File: src/design/isc_settings.svh
// isc0901 capture settings: sensor geometry, pixel depth, frame and line timing
`ifndef ISC_SETTINGS_SVH
`define ISC_SETTINGS_SVH

// serial bits per pixel on each data line, lsb first
`define ISC_BITS_PER_PIXEL 14

// leading lines with no image content, they still carry a row temperature
`define ISC_EXTRA_LINES 3

// cycles after frame start before line timing begins
`define ISC_LINE_START 202

// visible resolution
`define ISC_RES_X 336
`define ISC_RES_Y 256

// line period in system clocks, 73.636 MHz nominal
`define ISC_LINE_PERIOD 4676

// whole frame period in system clocks
`define ISC_FRAME_PERIOD 1228500

// sof fires this many cycles before the frame counter wraps
`define ISC_SOF_LEAD 6500

`endif
File: src/design/isc_pkg.sv
// isc0901 capture package: packed structs shared between blocks and the testbench
`include "isc_settings.svh"

package isc_pkg;

    // one odd/even pixel pair as seen on the two serial lines
    typedef struct packed {
        logic [`ISC_BITS_PER_PIXEL-1:0] odd;   // odd line pixel
        logic [`ISC_BITS_PER_PIXEL-1:0] even;  // even line pixel
    } pixel_pair_t;

    // per-cycle strobes from the timing generator
    typedef struct packed {
        logic pixel_strobe;   // whole pixel sits in the shift registers
        logic pixel_last;     // last pixel pair of the row
        logic pixel_visible;  // row is image content, not an extra line
        logic rtemp_strobe;   // row temperature word in the shift registers
    } line_timing_t;

    // output beat, valid-qualified, no back-pressure
    typedef struct packed {
        logic [31:0] data;  // {2'b0, odd, 2'b0, even}
        logic        valid; // one-cycle pulse
        logic        last;  // end of row
    } stream_word_t;

endpackage

File: src/design/isc0901_capture.sv
// isc0901 capture top: serial pixel capture with frame/line timing and output streams
`timescale 1ns/1ps
`include "isc_settings.svh"

module isc0901_capture
    import isc_pkg::*;
#(
    parameter int res_x        = `ISC_RES_X,
    parameter int res_y        = `ISC_RES_Y,
    parameter int line_period  = `ISC_LINE_PERIOD,
    parameter int frame_period = `ISC_FRAME_PERIOD,
    parameter int sof_lead     = `ISC_SOF_LEAD
) (
    input  logic         clk,
    input  logic         aresetn,
    input  logic         sensor_data_odd,
    input  logic         sensor_data_even,
    output stream_word_t img,
    output stream_word_t rtemp,
    output logic         sof,
    output logic         eol
);

    line_timing_t timing; // strobes, one cycle after counter match
    pixel_pair_t  pair;   // raw shift register contents

    sensor_timing_gen #(
        .res_x        (res_x),
        .res_y        (res_y),
        .line_period  (line_period),
        .frame_period (frame_period),
        .sof_lead     (sof_lead)
    ) u_timing (
        .clk     (clk),
        .aresetn (aresetn),
        .timing  (timing),
        .sof     (sof)
    );

    pixel_deserializer u_deser (
        .clk              (clk),
        .aresetn          (aresetn),
        .sensor_data_odd  (sensor_data_odd),
        .sensor_data_even (sensor_data_even),
        .pair             (pair)
    );

    stream_packer u_packer (
        .clk     (clk),
        .aresetn (aresetn),
        .timing  (timing),
        .pair    (pair),
        .img     (img),
        .rtemp   (rtemp),
        .eol     (eol)
    );

endmodule

File: src/design/stream_packer.sv
// stream packer: latches pixel pairs on timing strobes into image and row temperature beats
`timescale 1ns/1ps

module stream_packer
    import isc_pkg::*;
(
    input  logic         clk,
    input  logic         aresetn,
    input  line_timing_t timing,
    input  pixel_pair_t  pair,
    output stream_word_t img,
    output stream_word_t rtemp,
    output logic         eol
);

    logic [31:0] pair_word;   // 16-bit aligned pair
    logic [31:0] img_data;
    logic [31:0] rtemp_data;
    logic        img_valid;
    logic        img_last;
    logic        rtemp_valid;
    logic        img_hit;     // visible pixel strobe

    assign pair_word = {2'b00, pair.odd, 2'b00, pair.even};
    assign img_hit   = timing.pixel_strobe && timing.pixel_visible;

    always_ff @(posedge clk) begin
        if (!aresetn) begin
            img_valid   <= 1'b0;
            img_last    <= 1'b0;
            rtemp_valid <= 1'b0;
        end else begin
            img_valid   <= img_hit;
            img_last    <= timing.pixel_visible && timing.pixel_last; // extra lines give no last
            rtemp_valid <= timing.rtemp_strobe;
        end
    end

    // payload capture
    always_ff @(posedge clk) begin
        if (timing.pixel_strobe) begin
            img_data <= pair_word;
        end
        if (timing.rtemp_strobe) begin
            rtemp_data <= pair_word;
        end
    end

    assign img   = '{data: img_data, valid: img_valid, last: img_last};
    assign rtemp = '{data: rtemp_data, valid: rtemp_valid, last: rtemp_valid}; // one beat per line
    assign eol   = rtemp_valid; // rtemp closes every line

    // timing gen gives last only together with a pixel strobe
    img_last_needs_valid: assert property (@(posedge clk) disable iff (!aresetn)
        img.last |-> img.valid);

endmodule

File: src/design/pixel_deserializer.sv
// pixel deserializer: two lsb-first shift registers for the odd and even serial lines
`timescale 1ns/1ps
`include "isc_settings.svh"

module pixel_deserializer
    import isc_pkg::*;
(
    input  logic        clk,
    input  logic        aresetn,
    input  logic        sensor_data_odd,
    input  logic        sensor_data_even,
    output pixel_pair_t pair
);

    localparam int bpp = `ISC_BITS_PER_PIXEL;

    pixel_pair_t shreg; // free-running, framing comes from the timing gen

    // sensor drives on falling edge, sample on rising
    always_ff @(posedge clk) begin
        if (!aresetn) begin
            shreg <= '0;
        end else begin
            shreg.odd  <= {sensor_data_odd,  shreg.odd[bpp-1:1]};  // newest bit at msb
            shreg.even <= {sensor_data_even, shreg.even[bpp-1:1]}; // oldest ends in bit 0
        end
    end

    // no extra stage, packer samples on the strobe
    assign pair = shreg;

endmodule

File: src/design/sensor_timing_gen.sv
// sensor timing generator: frame and line counters producing pixel, rtemp and sof strobes
`timescale 1ns/1ps
`include "isc_settings.svh"

module sensor_timing_gen
    import isc_pkg::*;
#(
    parameter int res_x        = `ISC_RES_X,
    parameter int res_y        = `ISC_RES_Y,
    parameter int line_period  = `ISC_LINE_PERIOD,
    parameter int frame_period = `ISC_FRAME_PERIOD,
    parameter int sof_lead     = `ISC_SOF_LEAD
) (
    input  logic         clk,
    input  logic         aresetn,
    output line_timing_t timing,
    output logic         sof
);

    localparam int bpp           = `ISC_BITS_PER_PIXEL;
    localparam int line_num      = res_y + `ISC_EXTRA_LINES;       // extra lines included
    localparam int full_row_tics = (res_x / 2 + 1) * bpp;          // row plus one preamble pixel
    localparam int rtemp_tic     = (res_x / 2 + 2) * bpp + 1;      // rtemp word fully shifted in
    localparam int sof_tic       = frame_period - sof_lead;
    localparam int frame_w       = $clog2(frame_period);
    localparam int line_w        = $clog2(line_period);
    localparam int cnt_w         = $clog2(line_num + 1);
    localparam int num_w         = $clog2(res_x / 2 + 1);
    localparam int phase_w       = $clog2(bpp);

    logic [frame_w-1:0] frame_tc;   // cycle within frame
    logic [line_w-1:0]  line_tc;    // cycle within line
    logic [cnt_w-1:0]   line_cnt;   // line within frame, saturates at line_num
    logic               line_wnd;   // row incl. preamble is on the wires
    logic [phase_w-1:0] pixel_tc;   // bit position inside current pixel
    logic [num_w-1:0]   pixel_num;  // pair index in row
    logic               pixel_valid;
    logic               pixel_last;
    logic               pixel_visible;
    logic               rtemp_valid;

    logic               pixel_wnd;  // preamble skipped, any line
    logic               data_wnd;   // same, image lines only

    assign pixel_wnd = line_wnd && (line_tc > line_w'(bpp + 1));
    assign data_wnd  = pixel_wnd && (line_cnt >= cnt_w'(`ISC_EXTRA_LINES));

    always_ff @(posedge clk) begin
        if (!aresetn) begin
            frame_tc      <= '0;
            line_tc       <= '0;
            line_cnt      <= '0;
            line_wnd      <= 1'b0;
            pixel_tc      <= '0;
            pixel_num     <= '0;
            pixel_valid   <= 1'b0;
            pixel_last    <= 1'b0;
            pixel_visible <= 1'b0;
            rtemp_valid   <= 1'b0;
            sof           <= 1'b0;
        end else begin
            if (frame_tc == frame_w'(frame_period - 1)) begin // wrap at frame end
                frame_tc <= '0;
            end else begin
                frame_tc <= frame_tc + 1'b1;
            end

            if (frame_tc > frame_w'(`ISC_LINE_START - 1)) begin // line timing active
                if (line_tc == line_w'(line_period - 1)) begin
                    line_tc <= '0;
                    if (line_cnt < cnt_w'(line_num)) begin
                        line_cnt <= line_cnt + 1'b1;
                    end
                end else begin
                    line_tc <= line_tc + 1'b1;
                end
            end else begin
                line_tc  <= '0; // held during frame lead-in
                line_cnt <= '0;
            end

            line_wnd <= (line_tc > '0) && (line_tc <= line_w'(full_row_tics))
                        && (line_cnt < cnt_w'(line_num));

            if (pixel_wnd) begin
                if (pixel_tc == phase_w'(bpp - 1)) begin // 14th bit in
                    pixel_tc    <= '0;
                    pixel_valid <= 1'b1;
                    pixel_num   <= pixel_num + 1'b1;
                    pixel_last  <= (pixel_num == num_w'(res_x / 2 - 1));
                end else begin
                    pixel_tc    <= pixel_tc + 1'b1;
                    pixel_valid <= 1'b0;
                    pixel_last  <= 1'b0;
                end
            end else begin
                pixel_tc    <= '0;
                pixel_num   <= '0;
                pixel_valid <= 1'b0;
                pixel_last  <= 1'b0;
            end

            pixel_visible <= data_wnd;  // aligned with pixel_valid
            rtemp_valid   <= (line_tc == line_w'(rtemp_tic)) && (line_cnt < cnt_w'(line_num));
            sof           <= (frame_tc == frame_w'(sof_tic));
        end
    end

    assign timing = '{
        pixel_strobe:  pixel_valid,
        pixel_last:    pixel_last,
        pixel_visible: pixel_visible,
        rtemp_strobe:  rtemp_valid
    };

    // line count stays inside the frame
    line_cnt_bound: assert property (@(posedge clk) disable iff (!aresetn)
        line_cnt <= cnt_w'(line_num));

    // rtemp slot lies after the pixel window
    strobe_exclusive: assert property (@(posedge clk) disable iff (!aresetn)
        !(timing.pixel_strobe && timing.rtemp_strobe));

endmodule

File: config.mk
export PLATFORM = sky130hd
export DESIGN_NAME = isc0901_capture
export DESIGN_NICKNAME = d
export VERILOG_FILES = /design/src/design/isc_pkg.sv /design/src/design/isc0901_capture.sv /design/src/design/stream_packer.sv /design/src/design/pixel_deserializer.sv /design/src/design/sensor_timing_gen.sv
export VERILOG_INCLUDE_DIRS = /design/src /design/src/design
export SDC_FILE = /design/constraint.sdc
export NUM_CORES = 1
export LEC_CHECK = 0
export ABC_AREA = 1
export BUFFER_PORTS_ARGS = -buffer_cell sky130_fd_sc_hd__buf_4
export CAP_MARGIN = 20
export CORE_MARGIN = 2
export CORE_UTILIZATION = 45
export CTS_CLUSTER_SIZE = 16
export DETAILED_ROUTE_END_ITERATION = 16
export PLACE_DENSITY = 0.74
export SYNTH_ARGS = -nofsm -noshare
export SYNTH_HDL_FRONTEND = slang
export SYNTH_HIERARCHICAL = 1
export SYNTH_SLANG_ARGS = --single-unit
File: constraint.sdc
create_clock -name clk -period 1.6 [get_ports clk]
set_input_delay 0.16 -clock clk [delete_from_list [all_inputs] [get_ports clk]]
set_output_delay 0.16 -clock clk [all_outputs]
set_load 0.01 [all_outputs]
* After elaboration in Yosys (flattened, before gate mapping)
Cells that the tools add are included.
** Word-level totals
- Flip-flop bits (word level) :: 148
- Bits of input ports :: 4
- Output and inout bits :: 70
- ROM bits :: 0
- Bits in latches :: 0
- Word-level logic and storage cells :: 53
- Memory bits (writable) :: 0
- Memories kept :: 0
** Operators by class
- Multiplexer cells :: 1
- $lt $le $gt $ge :: 6
- Shift operators :: 0
- Eq/ne operators :: 6
- Reductions and logical operators :: 14
- Div/mod/pow operators :: 0
- Bitwise logic cells :: 3
- Add/sub/neg operators :: 5
- Multipliers :: 0
** Operators by type and width (number)
- $eq A21 B21 Y1 const B :: 2
- $add A21 B1 Y21 const B :: 1
- $gt A21 B8 Y1 const B :: 1
- $add A13 B1 Y13 const B :: 1
- $eq A13 B12 Y1 const B :: 1
- $eq A13 B13 Y1 const B :: 1
- $gt A13 B1 Y1 const B :: 1
- $gt A13 B4 Y1 const B :: 1
- $le A13 B12 Y1 const B :: 1
- $add A9 B1 Y9 const B :: 1
- $ge A9 B2 Y1 const B :: 1
- $lt A9 B9 Y1 const B :: 1
- $add A8 B1 Y8 const B :: 1
- $eq A8 B8 Y1 const B :: 1
- $logic_and A1 B1 Y1 :: 7
- $reduce_and A2 Y1 :: 3
- $reduce_or A3 Y1 :: 2
- $add A4 B1 Y4 const B :: 1
- $eq A4 B4 Y1 const B :: 1
- $not A1 Y1 :: 3
- $reduce_and A3 Y1 :: 1
- $reduce_or A2 Y1 :: 1
- $mux W1 :: 1

* Depth between registers and ports, before layout
- Word-level depth :: 4
- Gate-level depth with buffers :: 12
- Depth with buffers taken out :: 11

* Cells and area by module
The synthesis kept the hierarchy.
** By module, submodules not included
- sensor_timing_gen :: times used 1, area an instance 3378.2 µm², seq. area each 1221.2 µm², cells an instance 507
- stream_packer :: times used 1, area an instance 1861.8 µm², seq. area each 1741.7 µm², cells an instance 79
- pixel_deserializer :: times used 1, area an instance 804.5 µm², seq. area each 560.5 µm², cells an instance 87

* Worst setup path before layout
No wires, ideal clock.
- Path kind :: register to register
- Start :: register u_timing.line_tc[0]
- End :: register u_timing.line_cnt[0]
- Arrival :: 1281 ps
- Period minus slack after synthesis :: 1404 ps
- Library setup time :: 123 ps
- Path buffers :: 0
- Cell stages (with the launch flop) :: 11
- Data required time :: 1477 ps
- Path slack :: 196 ps
- Path through :: dfxtp_1 ha_1 inv_1 nor2_1 nand2_1 nor2_4 nand2_2 nand2_1 nand2_1 inv_1 nor2_1
** Between the ends
- Longest elaborated chain between the ends :: 2
** Ends and longest elaborated chain
- start, declared :: RTL line sensor_timing_gen.sv:32 : logic [line_w-1:0] line_tc;
- start signal, assigned :: RTL line sensor_timing_gen.sv:75 : line_tc <= line_tc + 1'b1;
- $eq A13 B13 Y1 :: RTL line sensor_timing_gen.sv:69 : if (line_tc == line_w'(line_period - 1)) begin
- $reduce_and A2 Y1 (no source line)
- end signal, assigned :: RTL line sensor_timing_gen.sv:72 : line_cnt <= line_cnt + 1'b1;
- end, declared :: RTL line sensor_timing_gen.sv:33 : logic [cnt_w-1:0] line_cnt;
No other way between the ends.
A chain may end at the register's enable or synchronous reset.

* Final worst setup path
- Start :: register u_timing.frame_tc[12]
- End :: register u_timing.frame_tc[20]
** Between the ends
- Longest elaborated chain between the ends :: 2
- Elaborated cells between the ends (all ways) :: 3
- Classes of those cells :: add/sub: 1; eq/ne: 1; reduce/logical: 1
** Ends and longest elaborated chain
- start, declared :: RTL line sensor_timing_gen.sv:31 : logic [frame_w-1:0] frame_tc;
- start signal, assigned :: RTL line sensor_timing_gen.sv:65 : frame_tc <= frame_tc + 1'b1;
- parallel branches: the longest is 2 deep, another holds $add A21 B1 Y21
Parallel ways; which one is timed is not known.

==> results.sh <==
export IMPL_grt_setup_unrepaired="yes"
export IMPL_critical_path_reg2reg_startpoint="u_timing/frame_tc[12]"
export IMPL_routedWlPerCell_um=12.3
export IMPL_netlist_top_cells_count="sky130_fd_sc_hd__nand2_1, sky130_fd_sc_hd__dfxtp_1, sky130_fd_sc_hd__inv_1"
export IMPL_depth_of_the_cts_h_tree=4
export IMPL_cp_required_ns=1.90
export IMPL_drcViolationCount=0
export IMPL_largest_net_degree_at_the_start_of_global_routing=33
export IMPL_fmaxAchievable_mhz=679
export IMPL_drt_iter0_markers=264
export IMPL_net_switching_power_uw=1760
export IMPL_die_width_um=120
export IMPL_placed_area_sq_um=6680
export IMPL_post_synth_inst_count=673
export IMPL_yosys_most_used_dff="sky130_fd_sc_hd__dfxtp_1"
export IMPL_core_sq_um=13200
export IMPL_die_height_um=120
export IMPL_sw_frac_of_total_pct=21.6
export IMPL_congestion_overflow_gr=0
export IMPL_ant_nets=0
export IMPL_timing_final_hold_violations=0
export IMPL_timing_hold_worst_endpoint="u_timing/line_tc[12]"
export IMPL_fin_crit_ns=1.47
export IMPL_final_fill_count=1163
export IMPL_vias_in_the_first_global_route=4085
export IMPL_whs_path_depth=3
export IMPL_synth_edf_count=56
export IMPL_finish_utilization_pct=56.0
export IMPL_finalWeightedCongestion=0.903
export IMPL_criticalPathCategory="register to register"
export IMPL_yosys_warnings=6
export IMPL_comb_power_share_pct=1.1
export IMPL_synth_avg_cell_area_sq_um=8.98
export IMPL_cellPowerDensity_nw_per_um2=1100
export IMPL_design_power_total_uw=8110
export IMPL_minimum_setup_slack_among_reg_to_reg_paths_ns=0.13
export IMPL_critical_path_startpoint="u_timing/frame_tc[12]"
export IMPL_port_buffer_count=65
export IMPL_vdd_ir_drop_max_v=0.000784
export IMPL_most_common_cell_in_the_netlist="sky130_fd_sc_hd__nand2_1"
export IMPL_nNetsFinal=770
export IMPL_worst_hold_slack_after_final_layout_ns=0.145
export IMPL_synth_top_area_share_pct=30.5
export IMPL_final_antenna_diode_count=0
export IMPL_outcome="complete, no violations"
export IMPL_drive_above_1_share_pct=20.6
export IMPL_end_kind="register"
export IMPL_post_drt_via_cell_ratio=4.66
export IMPL_ios=74
export IMPL_regArea_sq_um=3530
export IMPL_multiInputGateArea_sq_um=2050
export IMPL_wl_mm=11.6
export IMPL_clk_pin_slew_worst_paths_ns=0.06
export IMPL_p_int_uw=6360
export IMPL_area_growth_pct=22.2
export IMPL_floorplan_initialDensity_pct=45.8
export IMPL_maxCapViolCount=0
export IMPL_synth_yosys_seq_area_share_pct=58.3
export IMPL_grt_pass1_wl_mm=18.9
export IMPL_mapped_area_sq_um=6040
export IMPL_cp_arrival_ns=1.77
export IMPL_timing_final_crit_share_pct=92.0
export IMPL_clkSinkCount=148
export IMPL_global_route_usage_total_pct=16.5
export IMPL_finalSetupViolations=0
export IMPL_cts_tree="done"
export IMPL_final_count_of_pins_violating_max_slew=0
export IMPL_num_vias=4398
export IMPL_num_rows=42
export IMPL_setup_tns_ns=0
export IMPL_hold_path_startpoint="aresetn"
export IMPL_synth_async_reset_ratio_pct=0
export IMPL_clock_latency_ns=0.42
export IMPL_clock_tree_buffer_depth=2
export IMPL_area_of_the_die_sq_um=14400
export IMPL_min_delay_path_class="input port to register"
export IMPL_stdcell_area_sq_um=7390
export IMPL_number_of_storage_elements_in_the_synthesis_netlist=148
export IMPL_start_kind="register"
export IMPL_tritoncts_num_buffers=17
export IMPL_firstDrtPassIters=5
export IMPL_clockPowerShare_pct=50.7
export IMPL_worst_r2r_endpoint="u_timing/frame_tc[20]"
export IMPL_synth_cell_types=31
export IMPL_fin_skew_ns=0.00927
export IMPL_synth_area_leaders="sky130_fd_sc_hd__dfxtp_1, sky130_fd_sc_hd__edfxtp_1, sky130_fd_sc_hd__nand2_1"
export IMPL_static_leakage_power_uw=0.00313
export IMPL_critPathMaxFanout=10
export IMPL_sequentialPowerShare_pct=48.3
export IMPL_grt_antenna_before_repair=0
export IMPL_clockRootBuffer="sky130_fd_sc_hd__clkbuf_16"
export IMPL_worst_r2r_path_depth=8
export IMPL_detailedPlacementHpwl_mm=7.47
export IMPL_synth_largest_area_cell="sky130_fd_sc_hd__dfxtp_1"
-- metrics by stage --
stage	setup WS, ns	instances
final	0.128	944
after global routing	-0.0155	944
after CTS	0.0366	943
after detailed placement	-0.00690	909
after global placement	0.0557	909
after floorplan	0.196	680
-- logic make-up (layout without fill, tap and decap cells) --
logic type / count (synthesis) / count (layout) / synth area share [%]
compound gates: 30 / 30 / 2.59
simple gates: 345 / 346 / 25.1
buf+inv: 121 / 208 / 9.21
other cells: 1 / 8 / 0.0620
fa+ha+maj: 11 / 11 / 2.28
flops: 148 / 148 / 58.3
xor+xnor: 17 / 17 / 2.46
-- state kept, by name, summed over array words and instances (netlist names), 4 cells and up --
name,count
u_deser/pair,28
u_packer/img_data,28
u_packer/rtemp_data,28
u_timing/frame_tc,21
u_timing/line_cnt,9
u_timing/line_tc,13
u_timing/pixel_num,8
u_timing/pixel_tc,4
-- worst max path at each step --
stage,to,cells past startpoint
3_5_place_dp,u_timing/line_tc[2],11
2_1_floorplan,u_timing/line_cnt[0],10
5_1_grt,u_timing/line_cnt[0],10
6_report,u_timing/frame_tc[20],8
3_3_place_gp,u_timing/line_cnt[4],10
4_1_cts,u_timing/line_cnt[2],10
-- worst max-delay path: stages (launching register included) --
cell,delay (ns)
sky130_fd_sc_hd__dfxtp_1,0.42
sky130_fd_sc_hd__nand2_1,0.12
sky130_fd_sc_hd__nor2_2,0.21
sky130_fd_sc_hd__nand2_1,0.07
sky130_fd_sc_hd__nor2_1,0.10
sky130_fd_sc_hd__nand2_1,0.05
sky130_fd_sc_hd__nand2_1,0.14
sky130_fd_sc_hd__buf_4,0.20
sky130_fd_sc_hd__a21oi_1,0.06
-- area by class of cell --
| type | count | area share, % |
|---|---|---|
| clock buffer | 18 | 5.95 |
| clock inverter | 14 | 2.47 |
| inverter | 96 | 4.88 |
| multi-input combinational | 412 | 27.7 |
| sequential | 148 | 47.8 |
| tap | 176 | 2.98 |
| timing repair buffer | 80 | 8.20 |
-- power by group through the flow --
| stage | Combinational (uW) | Clock, uW | Sequential, uW |
|---|---|---|---|
| after floorplan | 76.3 | 0 | 3990 |
| after global placement | 77.1 | 0 | 3990 |
| after detailed placement | 78.6 | 0 | 4000 |
| after CTS | 84.1 | 4190 | 3910 |
| after global routing | 97.5 | 4340 | 3910 |
| final | 85.6 | 4110 | 3910 |
-- layout by cell type (no fill, tap or decap), drive strengths merged, types with 5 or more instances in the layout --
master    n
a21oi    19
buf      78
clkbuf   18
conb      8
dfxtp    92
edfxtp   56
ha       11
inv     106
nand2   168
nand3    36
nand3b    5
nand4    15
nor2    102
nor3     15
o21ai    10
xnor2     5
xor2     12
-- what timing repair did --
action                     4_1_cts  5_1_grt
setup buffers                    0        0
cloned                           0        1
resized for setup                1       16
hold endpoints to repair         2        0
setup endpoints to repair        6       49
pin swaps                        0        1
hold buffers                     2        0
-- metal layers --
layer / global-route usage, % / up-vias / part of all wire, %
met1: 20.6 / 1962 / 46
met2: 27.4 / 143 / 47
li1: - / 2275 / -
met5: 0 / - / 0
met3: 4.94 / 18 / 5.6
met4: 5.59 / 0 / 1.4
Power figures use the tool's default switching activity.
